## src/mem_pkg.sv

```systemverilog
package mem_pkg;

    localparam int XLEN = 32;
    localparam int WORD_BYTES = XLEN / 8;

    typedef logic [XLEN-1:0] word_t;
    typedef logic [XLEN-1:0] addr_t;
    typedef logic [WORD_BYTES-1:0] byte_mask_t; // bit 0 enables the lowest byte.
    typedef logic [1:0] byte_off_t;
    typedef logic [XLEN-3:0] word_addr_t; // byte address without its two offset bits.

    // memory operations as the core issues them.
    typedef enum logic [3:0] {
        LS_NONE = 4'd0,
        LS_LB   = 4'd1,
        LS_LH   = 4'd2,
        LS_LW   = 4'd3,
        LS_LBU  = 4'd4,
        LS_LHU  = 4'd5,
        LS_SB   = 4'd6,
        LS_SH   = 4'd7,
        LS_SW   = 4'd8
    } ls_op_t;

    typedef struct packed {
        ls_op_t op;
        addr_t  addr;
        word_t  wdata;
    } ls_req_t;

    // data and mask are still at lane zero here.
    typedef struct packed {
        addr_t      addr;
        word_t      wdata;
        byte_mask_t mask;
        logic       r_en;
        logic       w_en;
    } mem_req_t;

    // data and mask already sit in their byte lanes.
    typedef struct packed {
        word_addr_t word_addr;
        word_t      wdata;
        byte_mask_t mask;
        logic       en;
    } ram_wr_t;

endpackage

```

## src/mem_ctrl.sv

```systemverilog
`timescale 1ns/100ps

module mem_ctrl
    import mem_pkg::*;
#(
    parameter int DEPTH_LOG2 = 7
) (
    input  mem_req_t              req,
    output word_t                 rdata,
    input  addr_t                 fetch_addr,
    input  logic                  fetch_en,
    output word_t                 fetch_data,
    output ram_wr_t               wr,
    output logic [DEPTH_LOG2-1:0] fetch_word_addr,
    output logic [DEPTH_LOG2-1:0] data_word_addr,
    input  word_t                 fetch_word,
    input  word_t                 data_word
);

    byte_off_t  offset;
    word_t      wdata_lane;
    byte_mask_t mask_lane;
    word_t      rdata_lane;

    assign offset = req.addr[1:0];

    // store data and mask move up by the byte offset, read data moves down.
    always_comb begin
        case (offset)
            2'd1: begin
                wdata_lane = {req.wdata[23:0], 8'h00};
                mask_lane  = {req.mask[2:0], 1'b0};
                rdata_lane = {8'h00, data_word[31:8]};
            end
            2'd2: begin
                wdata_lane = {req.wdata[15:0], 16'h0000};
                mask_lane  = {req.mask[1:0], 2'b00};
                rdata_lane = {16'h0000, data_word[31:16]};
            end
            2'd3: begin
                wdata_lane = {req.wdata[7:0], 24'h000000};
                mask_lane  = {req.mask[0], 3'b000};
                rdata_lane = {24'h000000, data_word[31:24]};
            end
            default: begin
                wdata_lane = req.wdata;
                mask_lane  = req.mask;
                rdata_lane = data_word;
            end
        endcase
    end

    always_comb begin
        wr.word_addr = req.addr[XLEN-1:2];
        wr.wdata     = wdata_lane;
        wr.mask      = mask_lane;
        wr.en        = req.w_en;
    end

    // the RAM only sees the low word address bits. Larger addresses wrap.
    assign data_word_addr  = req.addr[DEPTH_LOG2+1:2];
    assign fetch_word_addr = fetch_addr[DEPTH_LOG2+1:2];

    assign rdata      = req.r_en ? rdata_lane : '0;
    assign fetch_data = fetch_en ? fetch_word : '0; // fetch ignores address bits 1:0.

    // the load/store unit only issues aligned writes, so every lane survives the shift.
    a_no_lane_lost: assert property (
        @(req) req.w_en |-> ($countones(mask_lane) == $countones(req.mask))
    ) else $error("mem_ctrl: store mask shifted past the top byte lane");

endmodule

```

## config.mk

```make
export PLATFORM = sky130hd
export DESIGN_NAME = mem_ctrl
export DESIGN_NICKNAME = d
export VERILOG_FILES = /design/src/mem_pkg.sv /design/src/mem_ctrl.sv
export SDC_FILE = /design/constraint.sdc
export NUM_CORES = 1
export LEC_CHECK = 0
export BUFFER_PORTS_ARGS = -buffer_cell sky130_fd_sc_hd__buf_2
export CORE_AREA = 5 5 118 120
export DETAILED_ROUTE_END_ITERATION = 16
export DIE_AREA = 0 0 123 125
export PLACE_DENSITY = 0.54
export RECOVER_POWER = 100
export SYNTH_ARGS = -nofsm -noshare
export SYNTH_HDL_FRONTEND = slang
export SYNTH_SLANG_ARGS = --single-unit
```

## constraint.sdc

```tcl
create_clock -name vclk -period 1.8
set_input_delay 0.36 -clock vclk [all_inputs]
set_output_delay 0.36 -clock vclk [all_outputs]
set_load 0.1 [all_outputs]
```

# --- Word level (Yosys, flattened, before mapping) ---
# Index checks and enable logic that the tools add are counted.
classes:
  n_eq_ne: 3
  n_mux: 5
op_table:
  columns: ["operator", "count"]
  rows:
  - ["$pmux 32 s3", 2]
  - ["$mux 32", 2]
  - ["$pmux 4 s3", 1]
  - ["$eq 2x2->1 const B", 2]
  - ["$eq 2x1->1 const B", 1]
word_totals:
  reg_bits: 0
  output_inout_bits: 145
  wordCells: 8

# --- Logic depth before layout (Yosys ltp) ---
logic_depth:
  word_depth: 3
  mapped_depth: 5

# --- Worst setup path before layout ---
# No wires, ideal clock.
synth_path:
  path_type: "input to output"
  from: "in req[39] (netlist bit)"
  to: "out wr[29] (netlist bit)"
  t_arrival_ns: 2.391
  required_time_ns: 1.440
  setup_slack_ns: -0.951
  path_stages: 4
  n_path_buf: 2
  cell_sequence: "buf_4 > buf_4 > mux2i_1 > mux2i_1"
synth_lines:
  columns: ["element", "line", "source"]
  rows:
  - ["start, declared", "mem_ctrl.sv:8", "input mem_req_t req,"]
  - ["end, declared", "mem_ctrl.sv:13", "output ram_wr_t wr,"]

==> flow_summary.toml <==
[global_routing]
grt_usage_pct = 12.8
grt_pass1_wl_mm = 15.4
antenna_found_initial = 1
overflow = 0
grt_pass1_vias = 2656
grt_max_degree = 33

[layout]
seq_cell_count = 0
final_nets = 574
area_growth_pct = 195
antenna_cells = 0
layout-drive-gt1-share_pct = 79.5
seq_area_sq_um = 0
final_util_pct = 38.0
nClkBuffers = 0
nFillCells = 1244

[sta]
rsz0062_at_grt = "true"
tightest_slew_ns = 0.419
period_share_pct = 99.3
setup_tns_ns = 0
slew_viol_final = 0
finalHoldViolCount = 0
period_minus_slack_ns = 1.79
slew_headroom_pct = 72.0
clock.fmax_mhz = 559
setup_viol_count_final = 0
timing.hold.ws_ns = 0.720

[placement]
finalWeightedCongestion = 0.792
port_buffers = 204
dp_hpwl_mm = 9.36

[drt]
vias = 2365
dr.first_iter.drc_count = 26
drc = 0
drt_wl_total_mm = 10.4
dr.pass1.iters = 4
post_drt_wl_per_cell_microns = 17.9
ant_nets = 0
drt-vias-per-instance = 4.07

[critical_path]
crit_path_cell_trace = "buf_4 > buf_12 > buf_12 > mux2i_1 > buf_4 > mux2i_4 > buf_12"
arrival_ns = 1.43
cp.buffers_inverters = 5
worst_ep_required_time_ns = 1.44
critPathMaxFanout = 18
cpMaxStageDelayCell = "buf_12"
slowest_delay_ns = 0.19
cp-end-kind = "output port"
cp.depth = 7
cp_top_family = "buffers and inverters"
cp-start-kind = "primary input"
endpoint = "wr[29]"
critical_path.most_common_cell = "buf_12"
path_class = "primary input to output port"
cp-startpoint = "req[39]"

[run_status]
outcome = "finished clean"

[pwr]
pwr-share-seq_pct = 0
p_sw_share_pct = 63.5
power_density_nw_per_um2 = 484
p_sw_mw = 1.50
internal_power_uw = 865
ir_drop_v = 0.000216
finalPower_mw = 2.37
leakagePower_nw = 2.11
pwr-share-comb_pct = 100.0
clkPwrFrac_pct = 0

[synth]
synth_fp_nets = 397
syn-instance-count = 230
syn_area_per_cell_sq_um = 7.22
yosys_warnings = 0
synth_area_sq_um = 1660
synth.distinct_cells = 16
ys_seq_area_share_pct = 0

[floorplanning]
core-area_sq_um = 12900
ios = 312
die_area_sq_um = 15400
num_rows = 42
fp.dieH_microns = 125
initial_core_util_pct = 12.9
die_w_microns = 123

[worst_hold_path]
worstHoldPathType = "primary input to output port"

[job]
drv_cap = 0

[clock_tree]
postCtsHoldBufs = 0
## layer usage
layer / vias up / track usage, % / wire, microns
met5: - / 0 / 0
met4: 0 / 1.37 / 137
met3: 12 / 3.34 / 1070
met2: 177 / 26.5 / 5790
met1: 1073 / 12.6 / 3400
li1: 1103 / - / -
## how the worst min path moves through the flow
stage | from | endpoint | slack, ns | cells after the start
floorplan | req[40] | data_word_addr[0] | 0.93 | 1
detailed placement | fetch_addr[2] | fetch_word_addr[0] | 0.72 | 0
CTS | fetch_addr[2] | fetch_word_addr[0] | 0.72 | 0
global route | req[63] | wr[60] | 0.72 | 0
global placement | fetch_addr[2] | fetch_word_addr[0] | 0.72 | 0
finish | req[62] | wr[59] | 0.72 | 0
## stage by stage
step                instance area [sq um]  worst slack (ns)  instances
floorplan                            2370            -0.255        230
global placement                     4960           -0.0272        578
detailed placement                   4960           -0.0269        578
CTS                                  4980           0.00429        578
global route                         4890           -0.0363        581
finish                               4890            0.0121        581
## logic make-up (layout without fill, tap and decap cells)
group,count (synthesis),in the layout,synth area share [%]
AND/OR/NAND/NOR,80,80,26.2
multiplexers,60,60,36.2
AO/OA/AOI/OAI,25,25,10.8
buffers and inverters,65,240,26.8
## area by class of cell
cell class / instances / area [sq um] / share of cell area, %
tap: 176 / 220 / 4.50
timing repair buffer: 240 / 2760 / 56.4
multi-input combinational: 165 / 1910 / 39.1
## layout by cell type (no fill, tap or decap), drive strengths merged
cell type,instances
and3,8
mux2i,60
o2bb2ai,9
nor2b,1
clkbuf,2
nor2,18
and2,41
nand2,9
o22ai,16
nand2b,3
buf,238
## synth_stat cells
cell        n  share of area, %
clkbuf_1    7               1.6
o2bb2ai_1   9               4.7
nor2b_1     1              0.38
buf_1       1              0.23
nand2b_1    3               1.1
clkbuf_2    1              0.30
clkbuf_4    1              0.45
nor2_1     17               3.8
buf_2       4               1.2
nand2_1     9               2.0
buf_4      51                23
mux2i_1    60                36
o22ai_1    16               6.0
nor2_2      1              0.38
and2_1     41                15
and3_1      8               3.0
## power by group through the flow
stage / combinational [mW] / clock, mW / sequential (mW)
after floorplan: 1.96 / 0 / 0
after global placement: 2.39 / 0 / 0
after detailed placement: 2.41 / 0 / 0
after CTS: 2.42 / 0 / 0
after global routing: 2.44 / 0 / 0
final: 2.37 / 0 / 0
## repair_timing
item / in CTS / in global routing
endpoints found under the hold margin: 0 / 0
buffers inserted: 0 / 3
endpoints found under the setup margin: 17 / 9
resized for setup: 6 / 5
cloned: 0 / 0
(Power assumes the default switching activity.)
