$ cat src/mem_pkg.sv
package mem_pkg;

    localparam int XLEN = 32;
    localparam int WORD_BYTES = XLEN / 8;

    typedef logic [XLEN-1:0] word_t;
    typedef logic [XLEN-1:0] addr_t;
    typedef logic [WORD_BYTES-1:0] byte_mask_t; // bit 0 enables the lowest byte.
    typedef logic [1:0] byte_off_t;
    typedef logic [XLEN-3:0] word_addr_t; // byte address without its two offset bits.

    // memory operations as the core issues them.
    typedef enum logic [3:0] {
        LS_NONE = 4'd0,
        LS_LB   = 4'd1,
        LS_LH   = 4'd2,
        LS_LW   = 4'd3,
        LS_LBU  = 4'd4,
        LS_LHU  = 4'd5,
        LS_SB   = 4'd6,
        LS_SH   = 4'd7,
        LS_SW   = 4'd8
    } ls_op_t;

    typedef struct packed {
        ls_op_t op;
        addr_t  addr;
        word_t  wdata;
    } ls_req_t;

    // data and mask are still at lane zero here.
    typedef struct packed {
        addr_t      addr;
        word_t      wdata;
        byte_mask_t mask;
        logic       r_en;
        logic       w_en;
    } mem_req_t;

    // data and mask already sit in their byte lanes.
    typedef struct packed {
        word_addr_t word_addr;
        word_t      wdata;
        byte_mask_t mask;
        logic       en;
    } ram_wr_t;

endpackage

$ cat src/load_store_unit.sv
`timescale 1ns/100ps

module load_store_unit
    import mem_pkg::*;
(
    input  ls_req_t  ls_req,
    output mem_req_t mem_req,
    input  word_t    rdata,
    output word_t    load_data,
    output logic     misaligned
);

    logic      is_load;
    logic      is_store;
    logic      is_signed;
    logic      size_half;
    logic      size_word;
    byte_off_t offset;
    logic      access_ok;

    assign offset = ls_req.addr[1:0];

    always_comb begin
        is_load   = 1'b0;
        is_store  = 1'b0;
        is_signed = 1'b0;
        size_half = 1'b0;
        size_word = 1'b0;
        case (ls_req.op)
            LS_LB: begin
                is_load   = 1'b1;
                is_signed = 1'b1;
            end
            LS_LH: begin
                is_load   = 1'b1;
                is_signed = 1'b1;
                size_half = 1'b1;
            end
            LS_LW: begin
                is_load   = 1'b1;
                size_word = 1'b1;
            end
            LS_LBU: begin
                is_load = 1'b1;
            end
            LS_LHU: begin
                is_load   = 1'b1;
                size_half = 1'b1;
            end
            LS_SB: begin
                is_store = 1'b1;
            end
            LS_SH: begin
                is_store  = 1'b1;
                size_half = 1'b1;
            end
            LS_SW: begin
                is_store  = 1'b1;
                size_word = 1'b1;
            end
            default: begin
                is_load = 1'b0; // LS_NONE and unused codes do nothing.
            end
        endcase
    end

    // halfwords need bit 0 clear, words need both offset bits clear.
    assign misaligned = (is_load || is_store) &&
                        ((size_half && offset[0]) || (size_word && (offset != 2'd0)));

    // an access is usable when no offset bit falls inside its own size.
    assign access_ok  = (offset & {size_word, size_word | size_half}) == 2'b00;

    always_comb begin
        mem_req.addr  = ls_req.addr;
        mem_req.wdata = ls_req.wdata;
        mem_req.r_en  = is_load && access_ok;
        mem_req.w_en  = is_store && access_ok;
        if (!is_store) begin
            mem_req.mask = 4'b0000;
        end else if (size_word) begin
            mem_req.mask = 4'b1111;
        end else if (size_half) begin
            mem_req.mask = 4'b0011;
        end else begin
            mem_req.mask = 4'b0001;
        end
    end

    // the controller has already moved the addressed bytes down to lane zero.
    always_comb begin
        load_data = '0;
        if (mem_req.r_en) begin
            if (size_word) begin
                load_data = rdata;
            end else if (size_half) begin
                load_data = {{16{is_signed & rdata[15]}}, rdata[15:0]};
            end else begin
                load_data = {{24{is_signed & rdata[7]}}, rdata[7:0]};
            end
        end
    end

    // a misaligned store must never reach the RAM write port.
    a_no_misaligned_write: assert property (
        @(ls_req) !(misaligned && mem_req.w_en)
    ) else $error("load_store_unit: misaligned store was enabled");

endmodule

$ cat config.mk
export PLATFORM = sky130hd
export DESIGN_NAME = load_store_unit
export DESIGN_NICKNAME = d
export VERILOG_FILES = /design/src/mem_pkg.sv /design/src/load_store_unit.sv
export SDC_FILE = /design/constraint.sdc
export NUM_CORES = 1
export LEC_CHECK = 0
export ABC_AREA = 1
export ABC_CLOCK_PERIOD_IN_PS = 1100
export BUFFER_PORTS_ARGS = -buffer_cell sky130_fd_sc_hd__buf_2
export CAP_MARGIN = 10
export CORE_AREA = 2 2 79 81
export DETAILED_ROUTE_END_ITERATION = 8
export DIE_AREA = 0 0 81 83
export GPL_TIMING_DRIVEN = 1
export SYNTH_ARGS = -nofsm -noshare
export SYNTH_HDL_FRONTEND = slang
export SYNTH_SLANG_ARGS = --single-unit
export TNS_END_PERCENT = 20
$ cat constraint.sdc
create_clock -name vclk -period 1.1
set_input_delay 0.11 -clock vclk [all_inputs]
set_output_delay 0.11 -clock vclk [all_outputs]
set_load 0.01 [all_outputs]
=== Yosys cells after proc, flatten, opt, wreduce, memory -nomap -nowiden ===
Index checks and enable logic that the tools add are counted.

* Input bits: 100
* Register bits after elaboration: 0
* Word-level logic and storage cells: 37
* Output and inout bits: 103

* Bitwise logic cells: 4
* Equality and inequality tests: 8
* Reduce and logical (&&, ||, !) cells: 14
* Muxes and demuxes: 11

{| class="wikitable"
|+ Operator list
! operator !! number
|-
| $mux W32 || 3
|-
| $eq A4 B3 Y1 const B || 4
|-
| $eq A4 B2 Y1 const B || 2
|-
| $mux W4 || 2
|-
| $reduce_or A3 Y1 || 2
|-
| $logic_and A1 B1 Y1 || 5
|-
| $mux W1 || 5
|-
| $reduce_or A5 Y1 || 1
|-
| $eq A4 B1 Y1 const B || 1
|-
| $eq A4 B4 Y1 const B || 1
|-
| $reduce_or A2 Y1 || 2
|-
| $and A1 B1 Y1 || 2
|-
| $and A2 B2 Y2 || 1
|-
| $logic_not A2 Y1 || 1
|-
| $logic_or A1 B1 Y1 || 2
|-
| $mux W2 || 1
|-
| $reduce_bool A2 Y1 || 1
|-
| $or A1 B1 Y1 || 1
|}

=== Longest topological paths before layout ===
* Word-level depth: 8
* Gate-level depth with buffers: 8

=== Worst setup path after synthesis ===
Ideal clock, no wire load.

* Path kind: input port to output port
* Start point: in ls_req[66] (netlist name)
* End point: out load_data[30]
* Stages: 8
* Path buffers: 1
* Arrival: 1.026 ns
* Data required time: 0.990 ns
* Slack: -0.036 ns
* Path through: inv_1 > nand2_1 > nor2_2 > nor2_2 > nand3_2 > buf_6 > nand3_1 > nor2_1

* Word-level cells in the longest chain between the ends: 8
* Elaborated cells on any way between the ends: 24
* Those cells by class: eq/ne (7); mux (7); bitwise (4); reduce/logical (6)

{| class="wikitable"
|+ RTL lines
! what !! line !! text
|-
| start: declaration || load_store_unit.sv:6 || <nowiki>input ls_req_t ls_req,</nowiki>
|-
| $eq A4 B3 Y1 (tied with other cells) || load_store_unit.sv:29 || <nowiki>case (ls_req.op)</nowiki>
|-
| $reduce_or A3 Y1 (no source line) or $reduce_or A2 Y1 (tied branches) || - ||
|-
| $mux W1 || load_store_unit.sv:29 ||
|-
| $or A1 B1 Y1 || load_store_unit.sv:72 || <nowiki>assign access_ok = (offset & {size_word, size_word | size_half}) == 2'b00;</nowiki>
|-
| $and A2 B2 Y2 || load_store_unit.sv:72 ||
|-
| $logic_not A2 Y1 || load_store_unit.sv:72 ||
|-
| $logic_and A1 B1 Y1 || load_store_unit.sv:77 || <nowiki>mem_req.r_en = is_load && access_ok;</nowiki>
|-
| $mux W32 (*) || load_store_unit.sv:93 || <nowiki>if (mem_req.r_en) begin</nowiki>
|-
| end: declaration || load_store_unit.sv:9 || <nowiki>output word_t load_data,</nowiki>
|}

Every way passes the cells marked *; elsewhere a longest branch is shown, timed or not.

=== Final worst setup path ===
Ends and elaborated chain as after synthesis.

==> impl_metrics.ini <==
[status]
status = finished with violations
failed_checks = setup timing

[logic_synthesis]
ys.warnings.count = 0
synth_fp_nets = 312
synth_cell_types = 16
synthesis.area_um2 = 1170
avgSynthCellArea_um2 = 5.51
synthCells = 212
synth.yosys.seq_area_share_pct = 0

[floorplan]
start_util_pct = 20.1
num_io_pins = 203
fp-row-count = 28
die_h_um = 83
dieArea_um2 = 6720
die_w_um = 81
core_um2 = 5820

[setup_path]
worst-endpoint-arrival_ns = 1.18
endpoint_type_of_the_worst_setup_path = primary output
cp_max_fo = 8
crit_path_start_kind = input port
required_ns = 0.99
worst-path-buf-inv = 4
worst-setup-path-type = in2out
crit_path_max_incr_delay_ns = 0.17
critical_path_cell_by_cell = buf_8 > nor2_4 > buf_6 > nand4_1 > nand2_2 > clkbuf_16 > nand3_1 > nor2_1 > buf_2
cpMaxStageDelayCell = sky130_fd_sc_hd__clkbuf_16
critical_path.top_delay_family = simple AND/OR/NAND/NOR gates

[detailed_routing]
detail-route-antenna-nets = 0
drt_iter0_drc = 21
drc = 0
dr_vias_cell = 3.93
detail_route.wl_per_cell_um = 10.9
postRouteWirelength_mm = 3.34
drtPass1Iterations = 4
via_count = 1204

[global_route]
globalRoute.busiestLayer = met2
grt_pass1_wl_mm = 4.69
antenna_found_initial = 0
pin_count_of_the_biggest_net_entering_global_routing = 21
gr-total-overflow = 0
groute.usage.overall_pct = 8.44
global_route_met1_utilization_pct = 7.97
first_global_vias = 1044
grt_use_met3_pct = 1.30
grt.met2_usage_pct = 16.3

[flow_run]
max_cap_violations = 0

[sta]
tightest_slew_ns = 0.195
slew-limit-headroom_pct = 87.0
final-max-slew-violation-count = 0
layout_worst_path_cycle_share_pct = 117
final_report_hold_violation_count = 0
post-route-min-period_ns = 1.29
finalSetupViolCount = 33
max_freq_mhz = 776
postLayoutSetupSlackWorst_ns = -0.188
rsz0062_at_grt = yes

[final_layout]
n_fill_cell = 685
area_growth_syn_to_layout_pct = 16.8
finalNonFillerCells = 306
nFlopsAndLatches = 0
insertedDiodeCount = 0
clock_buffers = 0
post_route_cells_drive_above_1_share_pct = 51.1
final_nets = 333
ff_latch_area_um2 = 0

[place]
pre_cts_ws_ns = -0.301
globalplace.congestion = 0.904
io_buffers = 79
place_inst = 305
dpl.hpwl_mm = 2.46

[power]
vdd_drop_max_mv = 0.0952
p_leak_nw = 0.836
power_w = 0.000548
p_per_area_nw_per_um2 = 402

[clock_network]
post_cts_hold_buffer_count = 0
cts.repair_timing.setup_buffer_count = 0

[hold_path]
worstHoldStart = ls_req[6]
timing.hold.worst.class = in2out
min_delay_worst_endpoint = mem_req[12]
min_delay_path_depth = 0
## cells by family (layout without fill, tap and decap cells)
group,Yosys count,count (layout),share of synthesized area (%)
AOI/OAI and AO/OA,12,12,5.14
buffers and inverters,103,122,57.7
and+or+nand+nor,97,97,37.2
## timing repair
item | CTS | global route
resized for setup | 24 | 8
pin swaps | 5 | 0
cloned | 0 | 1
setup endpoints to repair | 36 | 36
## placed cells by master (no fill, tap or decap), drive strengths merged
cell and count:
clkbuf 1, inv 31, nor2 35, nand4 2
o21ai 2, a21oi 10, or2 1, nand3 20
buf 90, nand2 39
## synth_stat cells
master                    instances  area share [%]
sky130_fd_sc_hd__nand2_4          1            0.96
sky130_fd_sc_hd__nand3_2          1            0.86
sky130_fd_sc_hd__nor2_1          32              10
sky130_fd_sc_hd__nand2_1         36              12
sky130_fd_sc_hd__inv_1           31              10
sky130_fd_sc_hd__nand2_2          2             1.1
sky130_fd_sc_hd__buf_4           66              42
sky130_fd_sc_hd__buf_2            1            0.43
sky130_fd_sc_hd__nand3_4          1             1.5
sky130_fd_sc_hd__buf_6            5             4.8
sky130_fd_sc_hd__nor2_2           3             1.6
sky130_fd_sc_hd__nand4_1          2             1.1
sky130_fd_sc_hd__nand3_1         18             7.7
sky130_fd_sc_hd__a21oi_1         10             4.3
sky130_fd_sc_hd__o21ai_1          2            0.86
sky130_fd_sc_hd__or2_2            1            0.54
## final cells by class
class	count	area (µm²)	area share (%)
inverters	31	119	8.72
multi-input cells	109	569	41.7
repair buffers	91	582	42.7
well taps	75	93.8	6.88
## through the flow
step	util (%)	TNS, ns	hold slack [ns]	cell area (µm²)
floorplan	-	0	0.307	1170
global placement	21.3	-7.62	0.220	1240
detailed placement	21.3	-7.67	0.220	1240
CTS	22.4	-4.51	0.220	1300
global route	23.5	-8.49	0.220	1360
finish	23.5	-4.66	0.220	1360
## power by group
part           switching (W)  total, W  internal (W)  leakage, nW
clock                      0         0             0            0
sequential                 0         0             0            0
combinational       0.000296  0.000548      0.000252        0.836
## routing by layer
| metal | vias to the layer above | share of wire (%) |
|---|---|---|
| met2 | 58 | 50 |
| met5 | - | 0 |
| li1 | 611 | - |
| met1 | 503 | 34 |
| met3 | 32 | 9.8 |
| met4 | 0 | 5.9 |
## worst max path at each step
stage | startpoint | slack (ns) | cells past startpoint | to
global placement | ls_req[67] | -0.30 | 9 | load_data[18]
floorplan | ls_req[66] | 0.002 | 6 | load_data[11]
finish | ls_req[66] | -0.19 | 9 | load_data[30]
detailed placement | ls_req[67] | -0.30 | 9 | load_data[18]
global route | ls_req[65] | -0.29 | 9 | load_data[22]
CTS | ls_req[66] | -0.19 | 9 | load_data[18]
(Power assumes the default switching activity.)
